File: src/hw/raster_cmd_pkg.sv
package raster_cmd_pkg;

    // transfer sizes in nibbles
    localparam int COUNT_NIBBLES    = 3;
    localparam int VERTEX_NIBBLES   = 27;
    localparam int TRIANGLE_NIBBLES = 9;

    // memory sizes in words
    localparam int VERT_CAPACITY = 8192;
    localparam int TRI_CAPACITY  = 8192;

    localparam int SETTLE_CYCLES     = 8;  // junk nibbles after cs_n falls
    localparam int TURNAROUND_CYCLES = 2;

    typedef logic [3:0]                      nibble_t;
    typedef logic [4*COUNT_NIBBLES-1:0]      count_t;
    typedef logic [12:0]                     addr_t;
    typedef logic [7:0]                      buf_id_t;
    typedef logic [4*VERTEX_NIBBLES-1:0]     vertex_t;  // 3x32 position, 3x4 attributes
    typedef logic [3*$bits(count_t)-1:0]     triangle_t; // three vertex indices
    typedef logic [3:0]                      opcode_t;
    typedef logic [3:0]                      status_t;

    localparam opcode_t OP_IDLE        = 4'd0;
    localparam opcode_t OP_CREATE_VERT = 4'd1;
    localparam opcode_t OP_CREATE_TRI  = 4'd2;

    localparam status_t ST_OK             = 4'd0;
    localparam status_t ST_INVALID_OPCODE = 4'd1;
    localparam status_t ST_OUT_OF_MEMORY  = 4'd2;
    localparam status_t ST_EMPTY_BUFFER   = 4'd3;

endpackage

File: src/hw/buffer_allocator.sv
`timescale 1ns/1ps

module buffer_allocator #(
    parameter int CAPACITY = 8192
) (
    input  logic                    sck,
    input  logic                    rst,
    input  logic                    alloc_req,
    input  raster_cmd_pkg::count_t  alloc_count,
    output raster_cmd_pkg::buf_id_t alloc_id,
    output raster_cmd_pkg::addr_t   alloc_base,
    output logic                    alloc_fail
);

    localparam int FILL_W = $bits(raster_cmd_pkg::addr_t) + 1;

    // one extra bit so a completely full memory does not wrap to zero
    logic [FILL_W-1:0]       fill;
    logic [FILL_W-1:0]       fill_next;
    raster_cmd_pkg::buf_id_t next_id;

    assign fill_next  = fill + FILL_W'(alloc_count);
    assign alloc_fail = (fill_next > FILL_W'(CAPACITY));
    assign alloc_base = fill[FILL_W-2:0];
    assign alloc_id   = next_id;

    always_ff @(posedge sck or posedge rst) begin
        if (rst) begin
            fill    <= '0;
            next_id <= '0;
        end else if (alloc_req && !alloc_fail) begin
            fill    <= fill_next;
            next_id <= next_id + 1'b1;
        end
    end

endmodule

File: src/hw/command_fsm.sv
`timescale 1ns/1ps

module command_fsm (
    input  logic                      sck,
    input  logic                      rst,
    input  logic                      nib_valid,
    input  raster_cmd_pkg::nibble_t   nib,
    input  logic                      link_abort,
    input  logic                      reply_done,
    input  raster_cmd_pkg::buf_id_t   vert_alloc_id,
    input  raster_cmd_pkg::addr_t     vert_alloc_base,
    input  logic                      vert_alloc_fail,
    input  raster_cmd_pkg::buf_id_t   tri_alloc_id,
    input  raster_cmd_pkg::addr_t     tri_alloc_base,
    input  logic                      tri_alloc_fail,
    output logic                      vert_alloc_req,
    output logic                      tri_alloc_req,
    output raster_cmd_pkg::count_t    alloc_count,
    output logic                      vert_hdr_valid,
    output raster_cmd_pkg::buf_id_t   vert_id,
    output raster_cmd_pkg::addr_t     vert_base,
    output raster_cmd_pkg::count_t    vert_count,
    output logic                      vert_valid,
    output raster_cmd_pkg::vertex_t   vert_data,
    output logic                      tri_hdr_valid,
    output raster_cmd_pkg::buf_id_t   tri_id,
    output raster_cmd_pkg::addr_t     tri_base,
    output raster_cmd_pkg::count_t    tri_count,
    output logic                      tri_valid,
    output raster_cmd_pkg::triangle_t tri_data,
    output logic                      reply_start,
    output raster_cmd_pkg::buf_id_t   reply_id,
    output raster_cmd_pkg::status_t   reply_status
);

    typedef enum logic [1:0] {
        S_OPCODE,
        S_COUNT,
        S_RECORDS,
        S_AWAIT_REPLY
    } state_t;

    state_t                  state;
    logic                    is_tri;  // command kind of the current buffer
    logic                    oom;     // records swallowed without strobes
    logic [4:0]              nib_cnt;
    raster_cmd_pkg::count_t  rec_cnt;
    raster_cmd_pkg::count_t  count_q;
    raster_cmd_pkg::vertex_t rec_sr;
    raster_cmd_pkg::buf_id_t alloc_id;
    logic                    alloc_fail;
    logic                    alloc_req;
    logic                    count_last;
    logic                    rec_last;

    assign count_last = (nib_cnt == 5'(raster_cmd_pkg::COUNT_NIBBLES - 1));
    assign rec_last   = is_tri ? (nib_cnt == 5'(raster_cmd_pkg::TRIANGLE_NIBBLES - 1))
                               : (nib_cnt == 5'(raster_cmd_pkg::VERTEX_NIBBLES - 1));

    // count including the nibble on the bus
    assign alloc_count = {count_q[$bits(raster_cmd_pkg::count_t)-5:0], nib};
    assign alloc_req   = (state == S_COUNT) && nib_valid && count_last && (alloc_count != '0);

    assign vert_alloc_req = alloc_req && !is_tri;
    assign tri_alloc_req  = alloc_req && is_tri;
    assign alloc_id       = is_tri ? tri_alloc_id : vert_alloc_id;
    assign alloc_fail     = is_tri ? tri_alloc_fail : vert_alloc_fail;

    // record stays put for the strobe cycle
    assign vert_data = rec_sr;
    assign tri_data  = rec_sr[$bits(raster_cmd_pkg::triangle_t)-1:0];

    always_ff @(posedge sck or posedge rst) begin
        if (rst) begin
            state          <= S_OPCODE;
            is_tri         <= 1'b0;
            oom            <= 1'b0;
            nib_cnt        <= '0;
            rec_cnt        <= '0;
            vert_hdr_valid <= 1'b0;
            tri_hdr_valid  <= 1'b0;
            vert_valid     <= 1'b0;
            tri_valid      <= 1'b0;
            reply_start    <= 1'b0;
        end else begin
            vert_hdr_valid <= 1'b0;
            tri_hdr_valid  <= 1'b0;
            vert_valid     <= 1'b0;
            tri_valid      <= 1'b0;
            reply_start    <= 1'b0;
            if (link_abort) begin
                state   <= S_OPCODE;  // drop partial command
                nib_cnt <= '0;
            end else begin
                case (state)
                    S_OPCODE: if (nib_valid) begin
                        nib_cnt <= '0;
                        rec_cnt <= '0;
                        is_tri  <= (nib == raster_cmd_pkg::OP_CREATE_TRI);
                        if (nib == raster_cmd_pkg::OP_CREATE_VERT ||
                            nib == raster_cmd_pkg::OP_CREATE_TRI) begin
                            state <= S_COUNT;
                        end else if (nib != raster_cmd_pkg::OP_IDLE) begin
                            reply_start <= 1'b1;  // status-only reply
                            state       <= S_AWAIT_REPLY;
                        end
                    end
                    S_COUNT: if (nib_valid) begin
                        if (!count_last) begin
                            nib_cnt <= nib_cnt + 1'b1;
                        end else begin
                            nib_cnt <= '0;
                            if (alloc_count == '0) begin
                                reply_start <= 1'b1;
                                state       <= S_AWAIT_REPLY;
                            end else begin
                                oom            <= alloc_fail;
                                vert_hdr_valid <= !is_tri && !alloc_fail;
                                tri_hdr_valid  <= is_tri && !alloc_fail;
                                state          <= S_RECORDS;
                            end
                        end
                    end
                    S_RECORDS: if (nib_valid) begin
                        if (!rec_last) begin
                            nib_cnt <= nib_cnt + 1'b1;
                        end else begin
                            nib_cnt    <= '0;
                            vert_valid <= !is_tri && !oom;
                            tri_valid  <= is_tri && !oom;
                            if (rec_cnt == count_q - 1'b1) begin
                                reply_start <= 1'b1;
                                state       <= S_AWAIT_REPLY;
                            end else begin
                                rec_cnt <= rec_cnt + 1'b1;
                            end
                        end
                    end
                    S_AWAIT_REPLY: if (reply_done) begin
                        state <= S_OPCODE;
                    end
                    default: state <= S_OPCODE;
                endcase
            end
        end
    end

    always_ff @(posedge sck) begin
        if (nib_valid && state == S_COUNT) begin
            count_q <= alloc_count;
        end
        if (nib_valid && state == S_RECORDS) begin
            rec_sr <= {rec_sr[$bits(raster_cmd_pkg::vertex_t)-5:0], nib};  // msn first
        end
        if (vert_alloc_req) begin
            vert_id    <= vert_alloc_id;
            vert_base  <= vert_alloc_base;
            vert_count <= alloc_count;
        end
        if (tri_alloc_req) begin
            tri_id    <= tri_alloc_id;
            tri_base  <= tri_alloc_base;
            tri_count <= alloc_count;
        end
        if (nib_valid && state == S_OPCODE) begin
            reply_id     <= '0;
            reply_status <= raster_cmd_pkg::ST_INVALID_OPCODE;
        end
        // on failure the id is the one not handed out
        if (nib_valid && state == S_COUNT && count_last) begin
            reply_id <= alloc_id;
            if (alloc_count == '0) begin
                reply_status <= raster_cmd_pkg::ST_EMPTY_BUFFER;
            end else if (alloc_fail) begin
                reply_status <= raster_cmd_pkg::ST_OUT_OF_MEMORY;
            end else begin
                reply_status <= raster_cmd_pkg::ST_OK;
            end
        end
    end

endmodule

File: src/hw/qspi_cmd_top.sv
`timescale 1ns/1ps

module qspi_cmd_top (
    input  logic                      sck,
    input  logic                      rst,
    input  logic                      cs_n,
    input  raster_cmd_pkg::nibble_t   spi_in,
    output raster_cmd_pkg::nibble_t   spi_out,
    output logic                      spi_oe,
    output logic                      vert_hdr_valid,
    output raster_cmd_pkg::buf_id_t   vert_id,
    output raster_cmd_pkg::addr_t     vert_base,
    output raster_cmd_pkg::count_t    vert_count,
    output logic                      vert_valid,
    output raster_cmd_pkg::vertex_t   vert_data,
    output logic                      tri_hdr_valid,
    output raster_cmd_pkg::buf_id_t   tri_id,
    output raster_cmd_pkg::addr_t     tri_base,
    output raster_cmd_pkg::count_t    tri_count,
    output logic                      tri_valid,
    output raster_cmd_pkg::triangle_t tri_data
);

    logic                    nib_valid;
    raster_cmd_pkg::nibble_t nib;
    logic                    link_abort;
    logic                    reply_busy;
    logic                    reply_done;
    logic                    reply_start;
    raster_cmd_pkg::buf_id_t reply_id;
    raster_cmd_pkg::status_t reply_status;

    logic                    vert_alloc_req;
    logic                    tri_alloc_req;
    raster_cmd_pkg::count_t  alloc_count;
    raster_cmd_pkg::buf_id_t vert_alloc_id;
    raster_cmd_pkg::addr_t   vert_alloc_base;
    logic                    vert_alloc_fail;
    raster_cmd_pkg::buf_id_t tri_alloc_id;
    raster_cmd_pkg::addr_t   tri_alloc_base;
    logic                    tri_alloc_fail;

    qspi_link_rx link_i (
        .sck        (sck),
        .rst        (rst),
        .cs_n       (cs_n),
        .spi_in     (spi_in),
        .reply_busy (reply_busy),
        .nib_valid  (nib_valid),
        .nib        (nib),
        .link_abort (link_abort)
    );

    command_fsm cmd_i (
        .sck             (sck),
        .rst             (rst),
        .nib_valid       (nib_valid),
        .nib             (nib),
        .link_abort      (link_abort),
        .reply_done      (reply_done),
        .vert_alloc_id   (vert_alloc_id),
        .vert_alloc_base (vert_alloc_base),
        .vert_alloc_fail (vert_alloc_fail),
        .tri_alloc_id    (tri_alloc_id),
        .tri_alloc_base  (tri_alloc_base),
        .tri_alloc_fail  (tri_alloc_fail),
        .vert_alloc_req  (vert_alloc_req),
        .tri_alloc_req   (tri_alloc_req),
        .alloc_count     (alloc_count),
        .vert_hdr_valid  (vert_hdr_valid),
        .vert_id         (vert_id),
        .vert_base       (vert_base),
        .vert_count      (vert_count),
        .vert_valid      (vert_valid),
        .vert_data       (vert_data),
        .tri_hdr_valid   (tri_hdr_valid),
        .tri_id          (tri_id),
        .tri_base        (tri_base),
        .tri_count       (tri_count),
        .tri_valid       (tri_valid),
        .tri_data        (tri_data),
        .reply_start     (reply_start),
        .reply_id        (reply_id),
        .reply_status    (reply_status)
    );

    buffer_allocator #(.CAPACITY(raster_cmd_pkg::VERT_CAPACITY)) vert_alloc_i (
        .sck         (sck),
        .rst         (rst),
        .alloc_req   (vert_alloc_req),
        .alloc_count (alloc_count),
        .alloc_id    (vert_alloc_id),
        .alloc_base  (vert_alloc_base),
        .alloc_fail  (vert_alloc_fail)
    );

    buffer_allocator #(.CAPACITY(raster_cmd_pkg::TRI_CAPACITY)) tri_alloc_i (
        .sck         (sck),
        .rst         (rst),
        .alloc_req   (tri_alloc_req),
        .alloc_count (alloc_count),
        .alloc_id    (tri_alloc_id),
        .alloc_base  (tri_alloc_base),
        .alloc_fail  (tri_alloc_fail)
    );

    reply_serializer reply_i (
        .sck          (sck),
        .rst          (rst),
        .reply_start  (reply_start),
        .reply_id     (reply_id),
        .reply_status (reply_status),
        .spi_out      (spi_out),
        .spi_oe       (spi_oe),
        .reply_busy   (reply_busy),
        .reply_done   (reply_done)
    );

endmodule

File: src/hw/qspi_link_rx.sv
`timescale 1ns/1ps

module qspi_link_rx (
    input  logic                    sck,
    input  logic                    rst,
    input  logic                    cs_n,
    input  raster_cmd_pkg::nibble_t spi_in,
    input  logic                    reply_busy,
    output logic                    nib_valid,
    output raster_cmd_pkg::nibble_t nib,
    output logic                    link_abort
);

    localparam int SETTLE_W = $clog2(raster_cmd_pkg::SETTLE_CYCLES + 1);

    logic [SETTLE_W-1:0] settle_cnt;
    logic                settled;
    logic                cs_n_q;

    assign settled = (settle_cnt == SETTLE_W'(raster_cmd_pkg::SETTLE_CYCLES));

    always_ff @(posedge sck or posedge rst) begin
        if (rst) begin
            settle_cnt <= '0;
            cs_n_q     <= 1'b1;
        end else begin
            cs_n_q <= cs_n;
            if (cs_n) begin
                settle_cnt <= '0;  // restart on every deselect
            end else if (!settled) begin
                settle_cnt <= settle_cnt + 1'b1;
            end
        end
    end

    // reply owns the bus while busy
    assign nib_valid  = settled && !cs_n && !reply_busy;
    assign nib        = spi_in;
    assign link_abort = cs_n && !cs_n_q;  // rising cs_n

endmodule

File: src/hw/reply_serializer.sv
`timescale 1ns/1ps

module reply_serializer (
    input  logic                    sck,
    input  logic                    rst,
    input  logic                    reply_start,
    input  raster_cmd_pkg::buf_id_t reply_id,
    input  raster_cmd_pkg::status_t reply_status,
    output raster_cmd_pkg::nibble_t spi_out,
    output logic                    spi_oe,
    output logic                    reply_busy,
    output logic                    reply_done
);

    typedef enum logic [2:0] {
        R_IDLE,
        R_TURN,
        R_ID_HI,
        R_ID_LO,
        R_STATUS
    } rstate_t;

    rstate_t                 state;
    logic [1:0]              turn_cnt;
    raster_cmd_pkg::buf_id_t id_q;
    raster_cmd_pkg::status_t status_q;

    always_ff @(posedge sck or posedge rst) begin
        if (rst) begin
            state    <= R_IDLE;
            turn_cnt <= '0;
        end else begin
            case (state)
                R_IDLE: if (reply_start) begin
                    state    <= R_TURN;
                    turn_cnt <= '0;
                end
                R_TURN: begin
                    // host releases the bus here
                    if (turn_cnt == 2'(raster_cmd_pkg::TURNAROUND_CYCLES - 1)) begin
                        state <= R_ID_HI;
                    end else begin
                        turn_cnt <= turn_cnt + 1'b1;
                    end
                end
                R_ID_HI:  state <= R_ID_LO;
                R_ID_LO:  state <= R_STATUS;
                R_STATUS: state <= R_IDLE;
                default:  state <= R_IDLE;
            endcase
        end
    end

    always_ff @(posedge sck) begin
        if (state == R_IDLE && reply_start) begin
            id_q     <= reply_id;
            status_q <= reply_status;
        end
    end

    always_comb begin
        case (state)
            R_ID_HI:  spi_out = id_q[7:4];
            R_ID_LO:  spi_out = id_q[3:0];
            R_STATUS: spi_out = status_q;
            default:  spi_out = '0;
        endcase
    end

    assign spi_oe     = (state == R_ID_HI) || (state == R_ID_LO) || (state == R_STATUS);
    assign reply_busy = reply_start || (state != R_IDLE);
    assign reply_done = (state == R_STATUS);  // with the last nibble

endmodule

File: config.mk
export PLATFORM = sky130hd
export DESIGN_NAME = qspi_cmd_top
export DESIGN_NICKNAME = d
export VERILOG_FILES = /design/src/hw/raster_cmd_pkg.sv /design/src/hw/buffer_allocator.sv /design/src/hw/command_fsm.sv /design/src/hw/qspi_cmd_top.sv /design/src/hw/qspi_link_rx.sv /design/src/hw/reply_serializer.sv
export SDC_FILE = /design/constraint.sdc
export NUM_CORES = 1
export LEC_CHECK = 0
export BUFFER_PORTS_ARGS = -buffer_cell sky130_fd_sc_hd__buf_2
export CAP_MARGIN = 40
export CORE_MARGIN = 5
export CORE_UTILIZATION = 39
export DETAILED_ROUTE_END_ITERATION = 10
export GPL_TIMING_DRIVEN = 0
export PLACE_DENSITY = 0.6
export SLEW_MARGIN = 20
export SYNTH_ARGS = -nofsm -noshare
export SYNTH_HDL_FRONTEND = slang
export SYNTH_SLANG_ARGS = --single-unit
File: constraint.sdc
create_clock -name sck -period 7 [get_ports sck]
set_input_delay 0 -clock sck [delete_from_list [all_inputs] [get_ports sck]]
set_output_delay 0 -clock sck [all_outputs]
set_load 0.02 [all_outputs]
## Word level (Yosys, flattened, before mapping)

Cells that the tools add are included.

| word-level totals | value |
|---|---|
| register bits | 290 |
| output and inout port bits | 219 |
| word-level logic and storage cells | 191 |

| cells by class | value |
|---|---|
| multiplexer cells | 71 |
| equality and inequality tests | 31 |
| add/sub/neg operators | 9 |
| bitwise operators | 2 |
| reductions and logical operators | 46 |
| $lt $le $gt $ge | 2 |

Operator list:

| kind | number |
|---|---|
| 12-bit two-way mux | 4 |
| 1-bit two-way mux | 31 |
| 5-bit two-way mux | 6 |
| 14-bit by 12-bit adder with 14-bit output | 2 |
| 14-bit > comparator, second input constant | 2 |
| 2-bit two-way mux | 13 |
| 8-bit two-way mux | 3 |
| 12-bit one-hot mux with 2 select lines | 1 |
| 3-bit by 1-bit inequality test with 1-bit output, second input constant | 7 |
| 4-bit two-way mux | 5 |
| 1-bit logical AND | 17 |
| 8-bit by 1-bit adder with 8-bit output, second input constant | 2 |
| 5-bit one-hot mux with 3 select lines | 1 |
| 12-bit by 1-bit adder with 12-bit output, second input constant | 1 |
| 12-bit == test | 1 |
| 12-bit logical NOT | 1 |
| 3-bit one-hot mux with 4 select lines | 1 |
| 4-bit one-hot mux with 3 select lines | 1 |
| 12-bit nonzero test | 1 |
| 12-bit by 1-bit subtractor with 12-bit output, second input constant | 1 |
| 1-bit logical NOT | 8 |
| 2-bit by 1-bit inequality test with 1-bit output, second input constant | 4 |
| 2-bit inequality test, second input constant | 4 |
| 2-bit one-hot mux with 4 select lines | 1 |
| other kinds (31) | 43 |

## Depth between registers and ports, before layout

| logic depth | value |
|---|---|
| depth in word-level cells | 10 |
| gate-level depth with buffers | 12 |
| depth with buffers taken out | 11 |

## By module

A second synthesis with hierarchy kept.

| unflattened totals | value |
|---|---|
| cells, all modules | 994 |
| area, all modules | 13,223.9 um^2 |

By module, submodules not included:

| module | seq. area each (um^2) | cells each | area an instance (um^2) | times used |
|---|---|---|---|---|
| command_fsm | 6,536.3 | 546 | 8,682.1 | 1 |
| buffer_allocator (tri_alloc_i) | 550.5 | 182 | 1,769.2 | 1 |
| buffer_allocator (vert_alloc_i) | 550.5 | 182 | 1,750.4 | 1 |
| reply_serializer | 485.5 | 56 | 732.0 | 1 |
| qspi_link_rx | 126.4 | 28 | 290.3 | 1 |

## Worst setup path before layout

Ideal clock, no wire load.

| timing path | value |
|---|---|
| path kind | register -> register |
| start | register link_i.settle_cnt[0] |
| end | register tri_alloc_i.fill[0] |
| required time | 6,875 ps |
| stages on the path, launching flop included | 11 |
| path slack | 2,480 ps |
| path buffers | 2 |
| arrival time | 4,395 ps |
| clock period less this slack | 4,520 ps |
| cell sequence | dfrtp_1 > inv_1 > ha_1 > and3b_1 > clkbuf_1 > nand3_1 > nor4_2 > nand4b_1 > o41ai_2 > buf_2 > mux2_2 |

| on the way | value |
|---|---|
| cells in the longest elaborated chain, start to end | 8 |

RTL lines:

| what | RTL line | RTL |
|---|---|---|
| start, declared | qspi_link_rx.sv:16 | `logic [SETTLE_W-1:0] settle_cnt;` |
| start signal, assigned | qspi_link_rx.sv:31 | `settle_cnt <= settle_cnt + 1'b1;` |
| 4-bit == test | qspi_link_rx.sv:20 | `assign settled = (settle_cnt == SETTLE_W'(raster_cmd_pkg::SETTLE_CYCLES));` |
| 1-bit logical AND (2 in a row) | qspi_link_rx.sv:37 | `assign nib_valid = settled && !cs_n && !reply_busy;` |
| 1-bit logical AND (3 in a row) | command_fsm.sv:62 | `assign alloc_req = (state == S_COUNT) && nib_valid && count_last && (alloc_count != '0);` |
| 1-bit logical AND | command_fsm.sv:65 | `assign tri_alloc_req = alloc_req && is_tri;` |
| via cmd_i.tri_alloc_req | command_fsm.sv:17 | `output logic tri_alloc_req,` |
| 1-bit logical AND | buffer_allocator.sv:31 | `end else if (alloc_req && !alloc_fail) begin` |
| end signal, assigned | buffer_allocator.sv:32 | `fill <= fill_next;` |
| end, declared | buffer_allocator.sv:18 | `logic [FILL_W-1:0] fill;` |

The timed path passes the listed nets, and every way through them passes these cells.
A chain may end at the register's enable or synchronous reset.

## Worst setup path in the final report

| timing path | value |
|---|---|
| start | register cmd_i.count_q[3] |
| end | register vert_alloc_i.fill[5] |

| on the way | value |
|---|---|
| cells in the longest elaborated chain, start to end | 4 |
| elaborated cells on any way between the ends | 7 |

RTL lines:

| what | RTL line | RTL |
|---|---|---|
| start, declared | command_fsm.sv:48 | `raster_cmd_pkg::count_t count_q;` |
| start signal, assigned | command_fsm.sv:150 | `count_q <= alloc_count;` |
| 14-bit by 12-bit adder with 14-bit output / 12-bit nonzero test (equally long branches) | buffer_allocator.sv:22, command_fsm.sv:62 |  |
| 14-bit > comparator / 1-bit logical AND (equally long branches) | buffer_allocator.sv:23, command_fsm.sv:62 |  |
| 1-bit logical NOT / 1-bit logical AND (equally long branches) | buffer_allocator.sv:31, command_fsm.sv:64 |  |
| 1-bit logical AND (*) | buffer_allocator.sv:31 |  |
| end signal, assigned | buffer_allocator.sv:32 |  |
| end, declared | buffer_allocator.sv:18 |  |

Mark *: on every way between the ends. The rest lies on a longest branch, timed or not.

==> results.json <==
{
  "status": "complete, no violations",
  "fin_tns_setup_ps": 0,
  "die_h_um": 190,
  "period_needed_ps": 4480,
  "clock-sinks": 286,
  "place_inst": 1563,
  "crit_arrival_ps": 4930,
  "grt.overflow.total": 0,
  "clock_path_buffers": 3,
  "diodes": 0,
  "die_w_um": 190,
  "cpMaxStageDelayCell": "edfxtp_1",
  "start_kind": "flip-flop",
  "setup_viol": 0,
  "fp.dieArea_mm2": 0.0360,
  "worstMarginPinSlew_ps": 719,
  "dr.pass1.iters": 5,
  "initial_core_util": 0.398,
  "crit_type": "flip-flop to flip-flop",
  "ys.flop_type": "edfxtp_1",
  "yosys.area.top_type_share": 0.490,
  "maxSlewHeadroom": 0.518,
  "cts_inserted_buffers": 31,
  "cellPowerDensity_mw_per_mm2": 238,
  "rsz0062_at_grt": "no",
  "io_pins": 226,
  "cts_tree": "built",
  "peakVddDrop_mv": 0.188,
  "clock_skew_ps": 23.7,
  "clk_pin_slew_worst_paths_ps": 60,
  "root_buffer": "clkbuf_16",
  "syn_area_mm2": 0.0126,
  "fin_area_mm2": 0.0154,
  "synth.largest_area_cell": "edfxtp_1",
  "syn_inst": 928,
  "routed_wl_um": 28500,
  "path_max_fanout": 10,
  "num_rows": 65,
  "fmax_mhz": 223,
  "synthDistinctLibCells": 75,
  "placed_cell_area_mm2": 0.0144,
  "ys_seq_elements": 286,
  "synth.area.top_cells": "edfxtp_1 (49%), dfrtp_1 (16%), ha_1 (4.0%)",
  "maxCapViolCount": 0,
  "worstPathRequired_ps": 7450,
  "path_cells": "ha_1 > clkbuf_1 > a21oi_1 > o211ai_1 > nor3b_1 > a2111o_1 > nor4_1 > a31oi_1 > nor2_1 > buf_4 > mux2_2",
  "worstHoldPathType": "primary input to async pin",
  "port_buffers": 225,
  "avgSynthCellArea_um2": 13.6,
  "fill_cells": 2826,
  "layout_commonest_cell": "buf_2",
  "end_kind": "flip-flop",
  "layout.cells.non_filler": 1626,
  "finalHoldViolCount": 0,
  "synth_nets": 977,
  "p_total_w": 0.00367,
  "via_count": 8370,
  "place_congestion": 0.865,
  "yosys_warnings": 0,
  "grt_pass1_wl_um": 45200,
  "fin_util": 0.487,
  "drc": 0,
  "synth_edf_count": 206,
  "drtAntennaViolNets": 0,
  "dp_hpwl_um": 20300,
  "cts_htree_levels": 1,
  "worstSkewPairLatency_ps": 570,
  "grt_use_total": 0.154,
  "core-area_mm2": 0.0317,
  "final_cell_mix": "buf_2 (229), edfxtp_1 (206), dfrtp_1 (79)",
  "antenna_found_initial": 0,
  "report.final.slew_viol_count": 0,
  "routed_via_density": 5.15,
  "grt_pass1_vias": 8184,
  "area_growth_pct": 22.4,
  "min_period_over_period": 0.639,
  "postCtsSetupBuffers": 0,
  "critical_path.max_stage_delay_ps": 600,
  "fin_nets": 1249,
  "layout-drive-gt1-share": 0.295,
  "grt_max_degree": 58,
  "async_flop_share": 0.280,
  "wl_per_cell_um": 17.5,
  "drt_iter0_drc": 482,
  "total_leakage_power_nw": 6.13,
  "seq_area_frac_synth": 0.649
}
## timing repair
action                    in CTS  in global routing
hold buffers                   6                  0
hold endpoints to repair     104                  0
gates resized for setup        0                  0
## logic make-up after synthesis
family | count (synthesis) | share of synthesized area
flops | 286 | 0.649
simple gates | 261 | 0.113
compound gates | 168 | 0.0929
buf+inv | 88 | 0.0387
xor+xnor | 43 | 0.0298
fa+ha+maj | 42 | 0.0428
mux | 40 | 0.0340
## routing by layer
layer	wire length (um)	vias to the layer above	GRT usage
li1	-	4032	-
met2	13600	231	0.257
met3	1980	44	0.0385
met4	605	0	0.0359
met1	12400	4063	0.203
met5	0	-	0
## worst paths after layout
| path | startpoint | end | depth (start not counted) | slack [ps] |
|---|---|---|---|---|
| hold / removal | rst | reply_i.turn_cnt[0] | 3 | 3 |
| setup / recovery | cmd_i.count_q[3] | vert_alloc_i.fill[5] | 11 | 2520 |
| min in group sck | cs_n | link_i.cs_n_q | 2 | 180 |
| setup reg to reg | cmd_i.count_q[3] | vert_alloc_i.fill[5] | 11 | 2520 |
| hold reg to reg | cmd_i.reply_id[2] | reply_i.id_q[2] | 0 | 430 |
| max in group asynchronous | rst | link_i.cs_n_q | 4 | 6350 |
## per-stage QoR
step / setup WS (ps) / hold slack [ps]
6_report: 2520 / 3.33
5_1_grt: 2270 / 54.1
4_1_cts: 2510 / 8.00
3_5_place_dp: 2520 / 43.4
3_3_place_gp: 576 / 170
2_1_floorplan: 2480 / 4.48
## cells in the mapped netlist (5+ instances only)
cell,count
xnor2_1,24
a21o_1,10
nor4_1,11
or3_1,12
o21a_1,5
ha_1,40
a21oi_1,34
nor2b_1,10
nand3_1,20
mux2_2,23
mux2i_1,17
xor2_1,19
o21ai_0,26
or4_1,8
buf_4,37
edfxtp_1,206
nor3_1,21
and2_1,6
nor2_1,46
inv_1,30
nand4_1,12
clkbuf_1,15
dfrtp_1,79
nand2_1,52
a21boi_0,7
and3_1,13
nor3b_1,6
nand2b_1,13
nand3b_1,9
a211oi_1,11
a31oi_1,7
o211ai_1,11
o21ai_1,5
o31ai_1,10
## cell type report
class | count | area, um^2 | share of cell area
clock buffers | 40 | 810 | 0.0524
repair buffers | 239 | 1320 | 0.0852
well taps | 402 | 503 | 0.0326
inverters | 30 | 115 | 0.00745
plain buffers | 58 | 375 | 0.0243
multi-input cells | 554 | 3960 | 0.256
flip-flops and latches | 286 | 8190 | 0.530
clock inverters | 17 | 178 | 0.0115
## critical path, delay by kind of cell, from the launching register on
| family | cells | cell delay (ps) |
|---|---|---|
| AO/OA/AOI/OAI | 4 | 1150 |
| adder cells (fa/ha/maj) | 1 | 390 |
| buffers and inverters | 2 | 560 |
| flip-flops | 1 | 600 |
| multiplexers | 1 | 360 |
| AND/OR/NAND/NOR | 3 | 1290 |
## sequential cells by signal, indices dropped and copies added (netlist names), 4 cells and up
name                   flops
cmd_i.count_q             12
cmd_i.nib_cnt              5
cmd_i.rec_cnt             12
cmd_i.reply_id             8
cmd_i.tri_base            13
cmd_i.tri_count           12
cmd_i.tri_id               8
cmd_i.vert_base           13
cmd_i.vert_count          12
cmd_i.vert_data          108
cmd_i.vert_id              8
link_i.settle_cnt          4
reply_i.id_q               8
tri_alloc_i.alloc_id       8
tri_alloc_i.fill          14
vert_alloc_i.alloc_id      8
vert_alloc_i.fill         14
## where the power goes
group | internal, W | switching, W
logic | 0.000100 | 0.000150
registers | 0.00182 | 0.0000208
clock network | 0.000928 | 0.000654
total | 0.00285 | 0.000825
(Power assumes the default switching activity.)
